## config.mk

```make
export PLATFORM = sky130hd
export DESIGN_NAME = data_whitener_flat
export DESIGN_NICKNAME = d
export VERILOG_FILES = /design/src/hdl/route_if.sv /design/src/hdl/data_whitener.sv /design/src/flat_wrapper.sv
export VERILOG_INCLUDE_DIRS = /design/src /design/src/hdl
export SDC_FILE = /design/constraint.sdc
export NUM_CORES = 1
export LEC_CHECK = 0
export BUFFER_PORTS_ARGS = -buffer_cell sky130_fd_sc_hd__clkbuf_2
export CAP_MARGIN = 30
export CORE_AREA = 2 2 91 93
export DETAILED_ROUTE_END_ITERATION = 16
export DIE_AREA = 0 0 93 95
export PLACE_DENSITY = 0.75
export SYNTH_ARGS = -nofsm -noshare
export SYNTH_HDL_FRONTEND = slang
export SYNTH_SLANG_ARGS = --single-unit
```

## constraint.sdc

```tcl
create_clock -name clk -period 1.83 [get_ports clk]
set_input_delay 0.366 -clock clk [delete_from_list [all_inputs] [get_ports clk]]
set_output_delay 0.366 -clock clk [all_outputs]
set_load 0.01 [all_outputs]
```

## src/hdl/router_defs.svh

```systemverilog
// Widths and constants shared by the router RTL and testbench
// ROUTER_PORT_BITS must equal log2 of ROUTER_PORT_COUNT
`ifndef ROUTER_DEFS_SVH
`define ROUTER_DEFS_SVH

// Packet fields
`define ROUTER_ADDR_WIDTH 8
`define ROUTER_DATA_WIDTH 32

// Output ports, selected by the top address bits
`define ROUTER_PORT_COUNT 4
`define ROUTER_PORT_BITS  2

// Whitening LFSR reset value
`define ROUTER_LFSR_SEED 64'h1234567890ABCDEF

`define ROUTER_NULL_ADDR 0  // Reserved destination, always dropped
`define ROUTER_DROP_BITS 8  // Drop counter wraps at this width

`endif

```

## src/hdl/route_if.sv

```systemverilog
// Valid/ready link between router blocks; one transfer per valid&ready edge
// Producer holds valid, payload and seq stable until the transfer
interface route_if #(
    parameter type payload_t = logic [31:0]
);

    logic     valid;
    logic     ready;
    payload_t payload;
    logic     seq;     // Sequence parity of the packet being carried

    // Producer side
    modport src (
        output valid,
        output payload,
        output seq,
        input  ready
    );

    // Consumer side
    modport dst (
        input  valid,
        input  payload,
        input  seq,
        output ready
    );

endinterface

```

## src/hdl/data_whitener.sv

```systemverilog
// Data whitening with a 64-bit Fibonacci LFSR, taps 63, 31 and 15
// LFSR steps once per start, whether or not the packet is later dropped
`include "router_defs.svh"

module data_whitener (
    input  logic                          clk,
    input  logic                          rst,
    input  logic                          start,
    input  logic [`ROUTER_DATA_WIDTH-1:0] packet_data,
    input  logic                          seq_in,
    route_if.src                          res
);

    logic [63:0] lfsr;
    logic [63:0] lfsr_next;

    assign lfsr_next = {lfsr[62:0], lfsr[63] ^ lfsr[31] ^ lfsr[15]};

    always_ff @(posedge clk or posedge rst) begin
        if (rst) begin
            lfsr <= `ROUTER_LFSR_SEED;
        end else if (start) begin
            lfsr <= lfsr_next;
        end
    end

    always_ff @(posedge clk or posedge rst) begin
        if (rst) begin
            res.valid <= 1'b0;
            res.seq   <= 1'b0;
        end else if (start) begin
            res.valid <= 1'b1;
            res.seq   <= seq_in;
        end else if (res.ready) begin
            res.valid <= 1'b0;
        end
    end

    // Whitened with the state from before this packet's step
    always_ff @(posedge clk) begin
        if (start) begin
            res.payload <= packet_data ^ lfsr[`ROUTER_DATA_WIDTH-1:0];
        end
    end

    // Word must not move while the merge stage stalls it
    a_payload_stable: assert property (
        @(posedge clk) disable iff (rst)
        (res.valid && !res.ready) |=> (res.valid && $stable(res.payload))
    ) else $error("data_whitener: payload changed while stalled");

endmodule

```

## src/flat_wrapper.sv

```systemverilog
// flat-port wrapper written by rule: the top's interface ports become plain ports
module data_whitener_flat 
  (clk, rst, start, packet_data, seq_in, res_valid, res_payload, res_seq, res_ready);
  route_if res_i ();
  input  logic clk;
  input  logic rst;
  input  logic start;
  input  logic [`ROUTER_DATA_WIDTH-1:0] packet_data;
  input  logic seq_in;
  output wire logic [$bits(res_i.valid)-1:0] res_valid;
  output wire logic [$bits(res_i.payload)-1:0] res_payload;
  output wire logic [$bits(res_i.seq)-1:0] res_seq;
  input wire logic [$bits(res_i.ready)-1:0] res_ready;
  assign res_valid = res_i.valid;
  assign res_payload = res_i.payload;
  assign res_seq = res_i.seq;
  assign res_i.ready = res_ready;
  data_whitener u_core (.clk(clk), .rst(rst), .start(start), .packet_data(packet_data), .seq_in(seq_in), .res(res_i));
endmodule
```

==> summary.md <==
| Metric | Value |
|---|---|
| Leading cell types in the layout, fill and taps excluded | `69 x clkbuf_2, 64 x mux2_2, 34 x dfrtp_1` |
| CP max stage delay | `0.58 ns` |
| Worst-path cell chain | `xor3_1, mux2_4` |
| Area grow syn2layout | `18.4%` |
| Synth Area in Adders | `0%` |
| Critical path startpoint category | `flip-flop` |
| Starting density of the core | `47.6%` |
| Routed len/inst | `13.6 um` |
| Reg-to-reg slack, setup | `0.51 ns` |
| Die Ht | `95 um` |
| CTS tree | `done` |
| Final GP Congestion | `0.676` |
| Synthesized area | `0.00377 mm^2` |
| Final net count | `322` |
| Yosys reg bits | `98` |
| Detailed placer's ending HPWL | `3730 um` |
| Commonest non-fill, non-tap cell in the layout | `clkbuf_2` |
| Vias in the first global route | `1,891` |
| Syn Inst Count | `206` |
| Reg2reg path depth | `2` |
| Sink Count | `98` |
| Worst hold path type | `primary input to async pin` |
| Post-Synthesis Net Count | `243` |
| Hold_buf cts | `0` |
| Max-cap violations | `0` |
| Simple-gate share of the synthesized area | `0%` |
| Tcrit/Tclk final | `71.9%` |
| Status | `finished clean` |
| Clk_lat worst skew | `0.34 ns` |
| Via count | `1,874` |
| Slowest-stage cell, CP | `dfstp_2` |
| Core Util, Final | `56.3%` |
| Cts bufs inserted | `9` |
| Least-Margin Pin Slew | `0.526 ns` |
| Die Width | `93 um` |
| Die ar. | `0.00884 mm^2` |
| PnR worst setup slack | `0.514 ns` |
| Reg2reg start | `u_core.lfsr[31]` |
| Pwr dens | `878 mW/mm^2` |
| N_diodes | `0` |
| Ports | `71` |
| RSZ-0062 raised after global routing | `false` |
| DRC viols | `0` |
| Postcts setup bufs | `0` |
| Avg Cell Area, Syn | `18.3 um^2` |
| CP Class | `flip-flop to flip-flop` |
| Final clock skew | `0.00718 ns` |
| Final WL | `5380 um` |
| CP Max Fanout | `4` |
| Core area | `0.00793 mm^2` |
| Mux cell area share after synthesis | `19.5%` |
| Vias per inst | `4.74` |
| Main combinational cell family by area after synthesis | `multiplexers` |
| Number of port buffers | `70` |
| Worst EP arrival | `1.59 ns` |
| DR pass1 iterations | `4` |
| Final hold vios | `0` |
| CTS H-Tree Depth | `3` |
| Post-synth top area share | `25.5%` |
| CP required | `2.11 ns` |
| Largest area contributor in the netlist | `edfxtp_1` |
| Ratio of cells with drive above 1 in the final layout | `63.4%` |
| Largest net degree at the start of global routing | `35` |
| Max Fclk | `0.760 GHz` |
| Antenna violations before repair | `0` |
| Synth Area in Compound Gates | `0.199%` |
| Rows | `33` |
| Sequential share of the synthesized area | `70.4%` |
| Max VDD drop | `0.402 mV` |
| Final setup TNS | `0 ns` |
| Worst setup EP type | `flip-flop` |
| P_leak | `2.12 nW` |
| Ys Warns | `0` |
| Yosys cell types | `12` |
| Worst-case clock buffer depth | `2` |
| Final setup violation count | `0` |
| Global route overflow | `0` |
| Top post-synthesis cells by area | `edfxtp_1 25%, dfrtp_1 23%, dfstp_2 22%, mux2_2 19%, xor2_1 7.4%` |
| Fin. max-slew vios | `0` |
| Antenna-violating nets left | `0` |
| Relative slew margins | `64.8%` |
| Post-synthesis xor/xnor area fraction | `8.07%` |
| Clk root buf | `clkbuf_8` |
| Clock slew at reported path FFs | `0.09 ns` |
| Post-CTS Resized | `0` |
| Final min period | `1.32 ns` |
| Reg2reg end | `u_core.lfsr[0]` |
| First-pass GRT wire length | `8690 um` |
| Pre-CTS setup slack | `0.435 ns` |
| GRT Util Overall | `12.9%` |
| Final hold slack | `0.0444 ns` |
| Initial DRC count | `69` |
==> critical path: cells and delay by family, from the launching register on <==
family | cells | cell delay, ns
flops | 1 | 0.58
xor+xnor | 1 | 0.41
mux | 1 | 0.26
==> worst max-delay path by stage <==
stage | from | endpoint | cells past startpoint
2_1_floorplan | u_core.lfsr[31] | u_core.lfsr[0] | 2
3_3_place_gp | start | u_core.lfsr[20] | 3
3_5_place_dp | start | u_core.lfsr[18] | 3
4_1_cts | u_core.lfsr[31] | u_core.lfsr[0] | 2
5_1_grt | u_core.lfsr[31] | u_core.lfsr[0] | 2
6_report | u_core.lfsr[31] | u_core.lfsr[0] | 2
==> power breakdown <==
group          switching, mW  total [mW]  leakage [nW]  internal, mW
combinational          0.147       0.266         0.926         0.120
clock                  0.672        1.30        0.0853         0.631
sequential            0.0158        2.35          1.11          2.33
total                  0.834        3.92          2.12          3.09
==> synthesized netlist by cell type, drive strengths merged <==
master / count
mux2: 65
dfrtp: 34
dfstp: 32
edfxtp: 32
xor2: 32
buf: 7
inv: 2
a21o: 1
xor3: 1
==> metal layers <==
metal / track usage, % / up-vias / part of all wire, %
met2: 21.7 / 42 / 50
met3: 2.87 / 9 / 4.1
met1: 15.8 / 945 / 44
met4: 6.25 / 0 / 1.6
li1: - / 878 / -
met5: 0 / - / 0
==> cells by family (layout without fill, tap and decap cells) <==
kind of cell           after synthesis  in the layout
AO/OA/AOI/OAI                        1              1
multiplexers                        65             65
buffers and inverters                9             93
XOR/XNOR                            33             33
flip-flops                          98             98
==> layout make-up <==
| type | instances | area (um^2) |
|---|---|---|
| clock buffer | 13 | 139 |
| clock inverter | 3 | 41.3 |
| fill | 668 | 3460 |
| inverter | 2 | 11.3 |
| multi-input combinational | 99 | 1050 |
| sequential | 98 | 2650 |
| tap | 105 | 131 |
| timing repair buffer | 75 | 440 |
==> metrics by stage <==
step                cells  cell area (um^2)  power (mW)
floorplan             206              3770        2.52
global placement      379              4280        2.66
detailed placement    379              4280        2.67
CTS                   395              4460        3.97
global route          395              4460        4.09
finish                395              4460        3.92
==> state kept, by name (all words and copies together), names as in the netlist <==
| name | cells |
|---|---|
| u_core.res.payload | 32 |
| u_core.res.valid | 1 |
| u_core.res.seq | 1 |
| u_core.lfsr | 64 |
Note: power is estimated with default switching activity, not from simulation.
