## src/hdl/router_defs.svh

```systemverilog
// Widths and constants shared by the router RTL and testbench
// ROUTER_PORT_BITS must equal log2 of ROUTER_PORT_COUNT
`ifndef ROUTER_DEFS_SVH
`define ROUTER_DEFS_SVH

// Packet fields
`define ROUTER_ADDR_WIDTH 8
`define ROUTER_DATA_WIDTH 32

// Output ports, selected by the top address bits
`define ROUTER_PORT_COUNT 4
`define ROUTER_PORT_BITS  2

// Whitening LFSR reset value
`define ROUTER_LFSR_SEED 64'h1234567890ABCDEF

`define ROUTER_NULL_ADDR 0  // Reserved destination, always dropped
`define ROUTER_DROP_BITS 8  // Drop counter wraps at this width

`endif

```

## src/hdl/router_pkg.sv

```systemverilog
// Types passed between the router blocks
// Widths come from router_defs.svh
`include "router_defs.svh"

package router_pkg;

    // Output port index
    typedef logic [`ROUTER_PORT_BITS-1:0] port_t;

    // Result of the routing table lookup
    typedef struct packed {
        port_t port;  // Selected output port
        logic  drop;  // Packet addressed to the null destination
    } lookup_t;

endpackage

```

## src/hdl/route_if.sv

```systemverilog
// Valid/ready link between router blocks; one transfer per valid&ready edge
// Producer holds valid, payload and seq stable until the transfer
interface route_if #(
    parameter type payload_t = logic [31:0]
);

    logic     valid;
    logic     ready;
    payload_t payload;
    logic     seq;     // Sequence parity of the packet being carried

    // Producer side
    modport src (
        output valid,
        output payload,
        output seq,
        input  ready
    );

    // Consumer side
    modport dst (
        input  valid,
        input  payload,
        input  seq,
        output ready
    );

endinterface

```

## src/hdl/route_merge.sv

```systemverilog
// Joins lookup and whitened word, then drives the output req/ack handshake
// Dropped packets skip the handshake and bump a wrapping counter
`include "router_defs.svh"

module route_merge (
    input  logic                          clk,
    input  logic                          rst,
    route_if.dst                          lk,
    route_if.dst                          wd,
    input  logic                          out_ack,
    output logic                          out_req,
    output logic [`ROUTER_DATA_WIDTH-1:0] routed_data,
    output router_pkg::port_t             output_port,
    output logic [`ROUTER_DROP_BITS-1:0]  drop_count,
    output logic                          busy
);

    typedef enum logic [1:0] {
        M_IDLE,
        M_DECIDE,    // Results captured, send or drop next
        M_REQ,       // out_req high, waiting for ack
        M_WAIT_LOW   // Waiting for ack to return to zero
    } merge_state_t;

    merge_state_t        state;
    router_pkg::lookup_t lk_res;
    logic                take;
    logic                drop_q;

    assign lk_res = lk.payload;

    // Both results taken on the same edge
    assign take     = (state == M_IDLE) && lk.valid && wd.valid;
    assign lk.ready = take;
    assign wd.ready = take;

    assign busy = (state != M_IDLE) || lk.valid || wd.valid;

    always_ff @(posedge clk or posedge rst) begin
        if (rst) begin
            state      <= M_IDLE;
            out_req    <= 1'b0;
            drop_count <= '0;
        end else begin
            case (state)
                M_IDLE: begin
                    if (take) state <= M_DECIDE;
                end
                M_DECIDE: begin
                    if (drop_q) begin
                        drop_count <= drop_count + 1'b1;
                        state      <= M_IDLE;
                    end else begin
                        out_req <= 1'b1;
                        state   <= M_REQ;
                    end
                end
                M_REQ: begin
                    if (out_ack) begin
                        out_req <= 1'b0;
                        state   <= M_WAIT_LOW;
                    end
                end
                M_WAIT_LOW: begin
                    if (!out_ack) state <= M_IDLE;
                end
                default: state <= M_IDLE;
            endcase
        end
    end

    // Output values stay put until the next packet is taken
    always_ff @(posedge clk) begin
        if (take) begin
            routed_data <= wd.payload;
            output_port <= lk_res.port;
            drop_q      <= lk_res.drop;
        end
    end

    // Both producers must be working on the same packet
    a_seq_match: assert property (
        @(posedge clk) disable iff (rst)
        take |-> (lk.seq == wd.seq)
    ) else $error("route_merge: lookup and whitener out of step");

endmodule

```

## src/flat_wrapper.sv

```systemverilog
// flat-port wrapper written by rule: the top's interface ports become plain ports
module route_merge_flat 
  (clk, rst, out_ack, out_req, routed_data, output_port, drop_count, busy, lk_valid, lk_payload, lk_seq, lk_ready, wd_valid, wd_payload, wd_seq, wd_ready);
  route_if lk_i ();
  route_if wd_i ();
  input  logic clk;
  input  logic rst;
  input  logic out_ack;
  output logic out_req;
  output logic [`ROUTER_DATA_WIDTH-1:0] routed_data;
  output router_pkg::port_t output_port;
  output logic [`ROUTER_DROP_BITS-1:0] drop_count;
  output logic busy;
  input wire logic [$bits(lk_i.valid)-1:0] lk_valid;
  input wire logic [$bits(lk_i.payload)-1:0] lk_payload;
  input wire logic [$bits(lk_i.seq)-1:0] lk_seq;
  output wire logic [$bits(lk_i.ready)-1:0] lk_ready;
  input wire logic [$bits(wd_i.valid)-1:0] wd_valid;
  input wire logic [$bits(wd_i.payload)-1:0] wd_payload;
  input wire logic [$bits(wd_i.seq)-1:0] wd_seq;
  output wire logic [$bits(wd_i.ready)-1:0] wd_ready;
  assign lk_i.valid = lk_valid;
  assign lk_i.payload = lk_payload;
  assign lk_i.seq = lk_seq;
  assign lk_ready = lk_i.ready;
  assign wd_i.valid = wd_valid;
  assign wd_i.payload = wd_payload;
  assign wd_i.seq = wd_seq;
  assign wd_ready = wd_i.ready;
  route_merge u_core (.clk(clk), .rst(rst), .lk(lk_i), .wd(wd_i), .out_ack(out_ack), .out_req(out_req), .routed_data(routed_data), .output_port(output_port), .drop_count(drop_count), .busy(busy));
endmodule
```

## config.mk

```make
export PLATFORM = sky130hd
export DESIGN_NAME = route_merge_flat
export DESIGN_NICKNAME = d
export VERILOG_FILES = /design/src/hdl/router_pkg.sv /design/src/hdl/route_if.sv /design/src/hdl/route_merge.sv /design/src/flat_wrapper.sv
export VERILOG_INCLUDE_DIRS = /design/src /design/src/hdl
export SDC_FILE = /design/constraint.sdc
export NUM_CORES = 1
export LEC_CHECK = 0
export BUFFER_PORTS_ARGS = -buffer_cell sky130_fd_sc_hd__buf_2
export CORE_MARGIN = 8
export CORE_UTILIZATION = 39
export CTS_CLUSTER_SIZE = 40
export DETAILED_ROUTE_END_ITERATION = 16
export PLACE_DENSITY = 0.84
export SLEW_MARGIN = 40
export SYNTH_ARGS = -nofsm -noshare
export SYNTH_HDL_FRONTEND = slang
export SYNTH_SLANG_ARGS = --single-unit
```

## constraint.sdc

```tcl
create_clock -name clk -period 2.8 [get_ports clk]
set_input_delay 0.28 -clock clk [delete_from_list [all_inputs] [get_ports clk]]
set_output_delay 0.28 -clock clk [all_outputs]
set_load 0.02 [all_outputs]
```

==> impl_metrics.ini <==
[floorplan]
die_x_um = 79.56
core.rowCount = 23
floorplan.core_area_um2 = 3943
initial_utilization_pct = 39.96
chipHeight_um = 79.56
fp.dieArea_um2 = 6329
io-pin-count = 117

[power]
worst_supply_voltage_drop_on_vdd_uv = 423.5
pwr_density_cell_nw_per_um2 = 810.0
total_power_mw = 1.781
power.leakage_nw = 1.010

[placed_design]
port_buffers = 85
hpwl_um = 3187
routability_congestion = 0.7932
place_inst = 220
placedInstanceArea_um2 = 2078

[worst_setup_path]
setup.worst_path.end_class = primary output
critPathLaunchType = flop
worstPathRequired_ns = 2.52
criticalPathCategory = flop to primary output
critPathMaxFanout = 15
critical_path_arrival_ns = 1.81

[grt]
grt_first_pass_wirelength_um = 5830
initial_antenna_violation_count = 0
grt_use_total_pct = 12.32
grt_max_degree = 16
global_route.overflow_total = 0
number_of_global_route_vias_before_repair = 1098

[logic_synthesis]
post_synthesis_mean_instance_area_um2 = 18.98
post_synthesis_xor_xnor_area_fraction_pct = 3.892
netlist_instances = 83
netlist_area_um2 = 1575
ys_types = 19
net_count_after_synthesis = 155
postSynthRegisterBits = 46
seq_area_frac_synth_pct = 84.19
muxShareOfSynthArea_pct = 0.7149
synth_fa_ha_area_share_pct = 0.7943
post-synth-top-area-cell = sky130_fd_sc_hd__edfxtp_1
post_synth_and_or_nand_nor_area_fraction_pct = 8.340
yosys.area.top_type_share_pct = 66.72
ys.warnings.count = 0
synth-compound-area-share_pct = 1.112
ys_top_cells_by_area = sky130_fd_sc_hd__edfxtp_1 67%, sky130_fd_sc_hd__dfrtp_1 17%, sky130_fd_sc_hd__xor2_1 2.8%, sky130_fd_sc_hd__nand2_1 1.9%, sky130_fd_sc_hd__nand4b_4 1.5%
synth_top_family_by_area = simple AND/OR/NAND/NOR gates

[route]
avgViaCountPerCell = 4.550
remaining_drc_errors = 0
route.final.wire_length_um = 3900
detailroute.via_count = 1042
dr.pass1.iters = 3
wl_per_cell_um = 17.03
dr.first_iter.drc_count = 49
ant_nets = 0

[sta]
final_max_slew_viol_count = 0
report.final.hold_viol_count = 0
grt_setup_unrepaired = no
finalCriticalPeriod_ns = 2.090
slew-limit-headroom_pct = 57.36
layout_worst_path_cycle_share_pct = 74.63
worst-slew-pin-transition_ns = 0.6396
setup_viol = 0
final.setup_skew_ns = 0.004753
fin_setup_tns_ns = 0
max_clock_freq_ghz = 0.4786

[cts]
cts-root-buf = sky130_fd_sc_hd__clkbuf_8
numClockSinks = 46
clock_tree.buffer_depth = 2
cts_inserted_buffers = 5
htree_levels = 2
cts_tree = done
clk_pin_slew_worst_paths_ns = 0.08
clkLatencyLatePin_ns = 0.29

[layout]
final_cells = 229
sequential_cell_area_um2 = 1326
final_design_area_no_fill_um2 = 2198
filler_cell_count = 320
antenna_cells_inserted = 0
drive_gt1_share_pct = 55.31
multi_input_area_um2 = 234.0
final_net_count = 250
layout-area-overhead-vs-synth_pct = 39.56

[outcome]
run_status = finished clean

[flow_run]
drv.max_cap_violation_count = 0

[min_path]
min-delay-path-class = input pin to flop
[worst paths after layout]
| check | from | endpoint | slack [ns] | cells past startpoint |
|---|---|---|---|---|
| hold / removal | wd_payload[6] | u_core.routed_data[6] | 0.16 | 1 |
| setup / recovery | u_core.state[0] | lk_ready | 0.71 | 3 |
| min in group asynchronous | rst | u_core.state[0] | 0.53 | 3 |
| hold reg to reg | u_core.drop_count[7] | u_core.drop_count[7] | 0.48 | 1 |
| max in group asynchronous | rst | u_core.drop_count[5] | 1.98 | 3 |
| setup reg to reg | u_core.state[0] | u_core.routed_data[26] | 0.93 | 3 |
[kinds of logic after synthesis]
logic type,Yosys count
simple gates,22
buf+inv,3
fa+ha+maj,1
compound gates,3
mux,1
flops,46
xor+xnor,7
[worst max-delay path: stages (launching register included)]
cell	delay, ns
sky130_fd_sc_hd__dfrtp_1	0.47
sky130_fd_sc_hd__nor2_1	0.17
sky130_fd_sc_hd__and3_1	0.59
sky130_fd_sc_hd__buf_2	0.29
[timing repair]
action,in CTS,in global routing
buffers inserted,0,0
hold endpoints to repair,11,0
gates resized for setup,0,0
hold buffers,1,0
[final cells by class]
| class | count | area share [%] |
|---|---|---|
| Sequential cell | 46 | 60.33 |
| Clock buffer | 6 | 3.301 |
| Clock inverter | 2 | 1.707 |
| Inverter | 2 | 0.3415 |
| Multi-Input combinational cell | 34 | 10.64 |
| Tap cell | 50 | 2.846 |
| Timing Repair Buffer | 89 | 20.83 |
[metal layers]
| metal | vias up | wire length, um | global-route usage, % |
|---|---|---|---|
| met4 | 0 | 55 | 6.111 |
| met5 | - | 0 | 0 |
| met3 | 5 | 554 | 5.405 |
| met1 | 484 | 1484 | 14.06 |
| li1 | 489 | - | - |
| met2 | 64 | 1805 | 19.23 |
[cell usage after synthesis]
master                     count
sky130_fd_sc_hd__buf_4         1
sky130_fd_sc_hd__nor3_2        2
sky130_fd_sc_hd__o21ai_0       2
sky130_fd_sc_hd__nand4b_1      1
sky130_fd_sc_hd__nand2_1       8
sky130_fd_sc_hd__xor2_1        5
sky130_fd_sc_hd__ha_1          1
sky130_fd_sc_hd__and3_1        1
sky130_fd_sc_hd__nand4_1       1
sky130_fd_sc_hd__edfxtp_1     35
sky130_fd_sc_hd__dfrtp_1      11
sky130_fd_sc_hd__nor2_1        6
sky130_fd_sc_hd__o31ai_1       1
sky130_fd_sc_hd__nand2b_1      1
sky130_fd_sc_hd__nand4b_4      1
sky130_fd_sc_hd__mux2_2        1
sky130_fd_sc_hd__nand3b_1      1
sky130_fd_sc_hd__xnor2_1       2
sky130_fd_sc_hd__inv_1         2
[registers in the layout, indices dropped and copies added (netlist names), named ones only]
| signal | flops |
|---|---|
| u_core.drop_count | 8 |
| u_core.drop_q | 1 |
| u_core.out_req | 1 |
| u_core.output_port | 2 |
| u_core.routed_data | 32 |
| u_core.state | 1 |
[layout by cell type (no fill, tap or decap), types with 3 or more instances in the layout]
cell	synthesis	layout
sky130_fd_sc_hd__clkbuf_8	0	5
sky130_fd_sc_hd__dfrtp_1	11	11
sky130_fd_sc_hd__xor2_1	5	5
sky130_fd_sc_hd__buf_4	1	3
sky130_fd_sc_hd__buf_2	0	85
sky130_fd_sc_hd__nor2_1	6	6
sky130_fd_sc_hd__nand2_1	8	8
sky130_fd_sc_hd__edfxtp_1	35	35
[through the flow]
| step | utilization [%] | hold WS, ns | worst slack [ns] |
|---|---|---|---|
| floorplan | - | 0.1324 | 0.5744 |
| global placement | 52.71 | 0.2968 | 0.9411 |
| detailed placement | 52.71 | 0.2973 | 0.9063 |
| CTS | 55.76 | 0.1523 | 0.6615 |
| global route | 55.76 | 0.1477 | 0.5351 |
| finish | 55.76 | 0.1599 | 0.7105 |
[report_power, final]
group | switching (mW) | total (mW) | internal, mW
Clock | 0.206 | 0.472 | 0.266
Combinational | 0.233 | 0.377 | 0.143
Sequential | 0.0828 | 0.932 | 0.849
No activity file was read; power rests on OpenSTA's default activity.
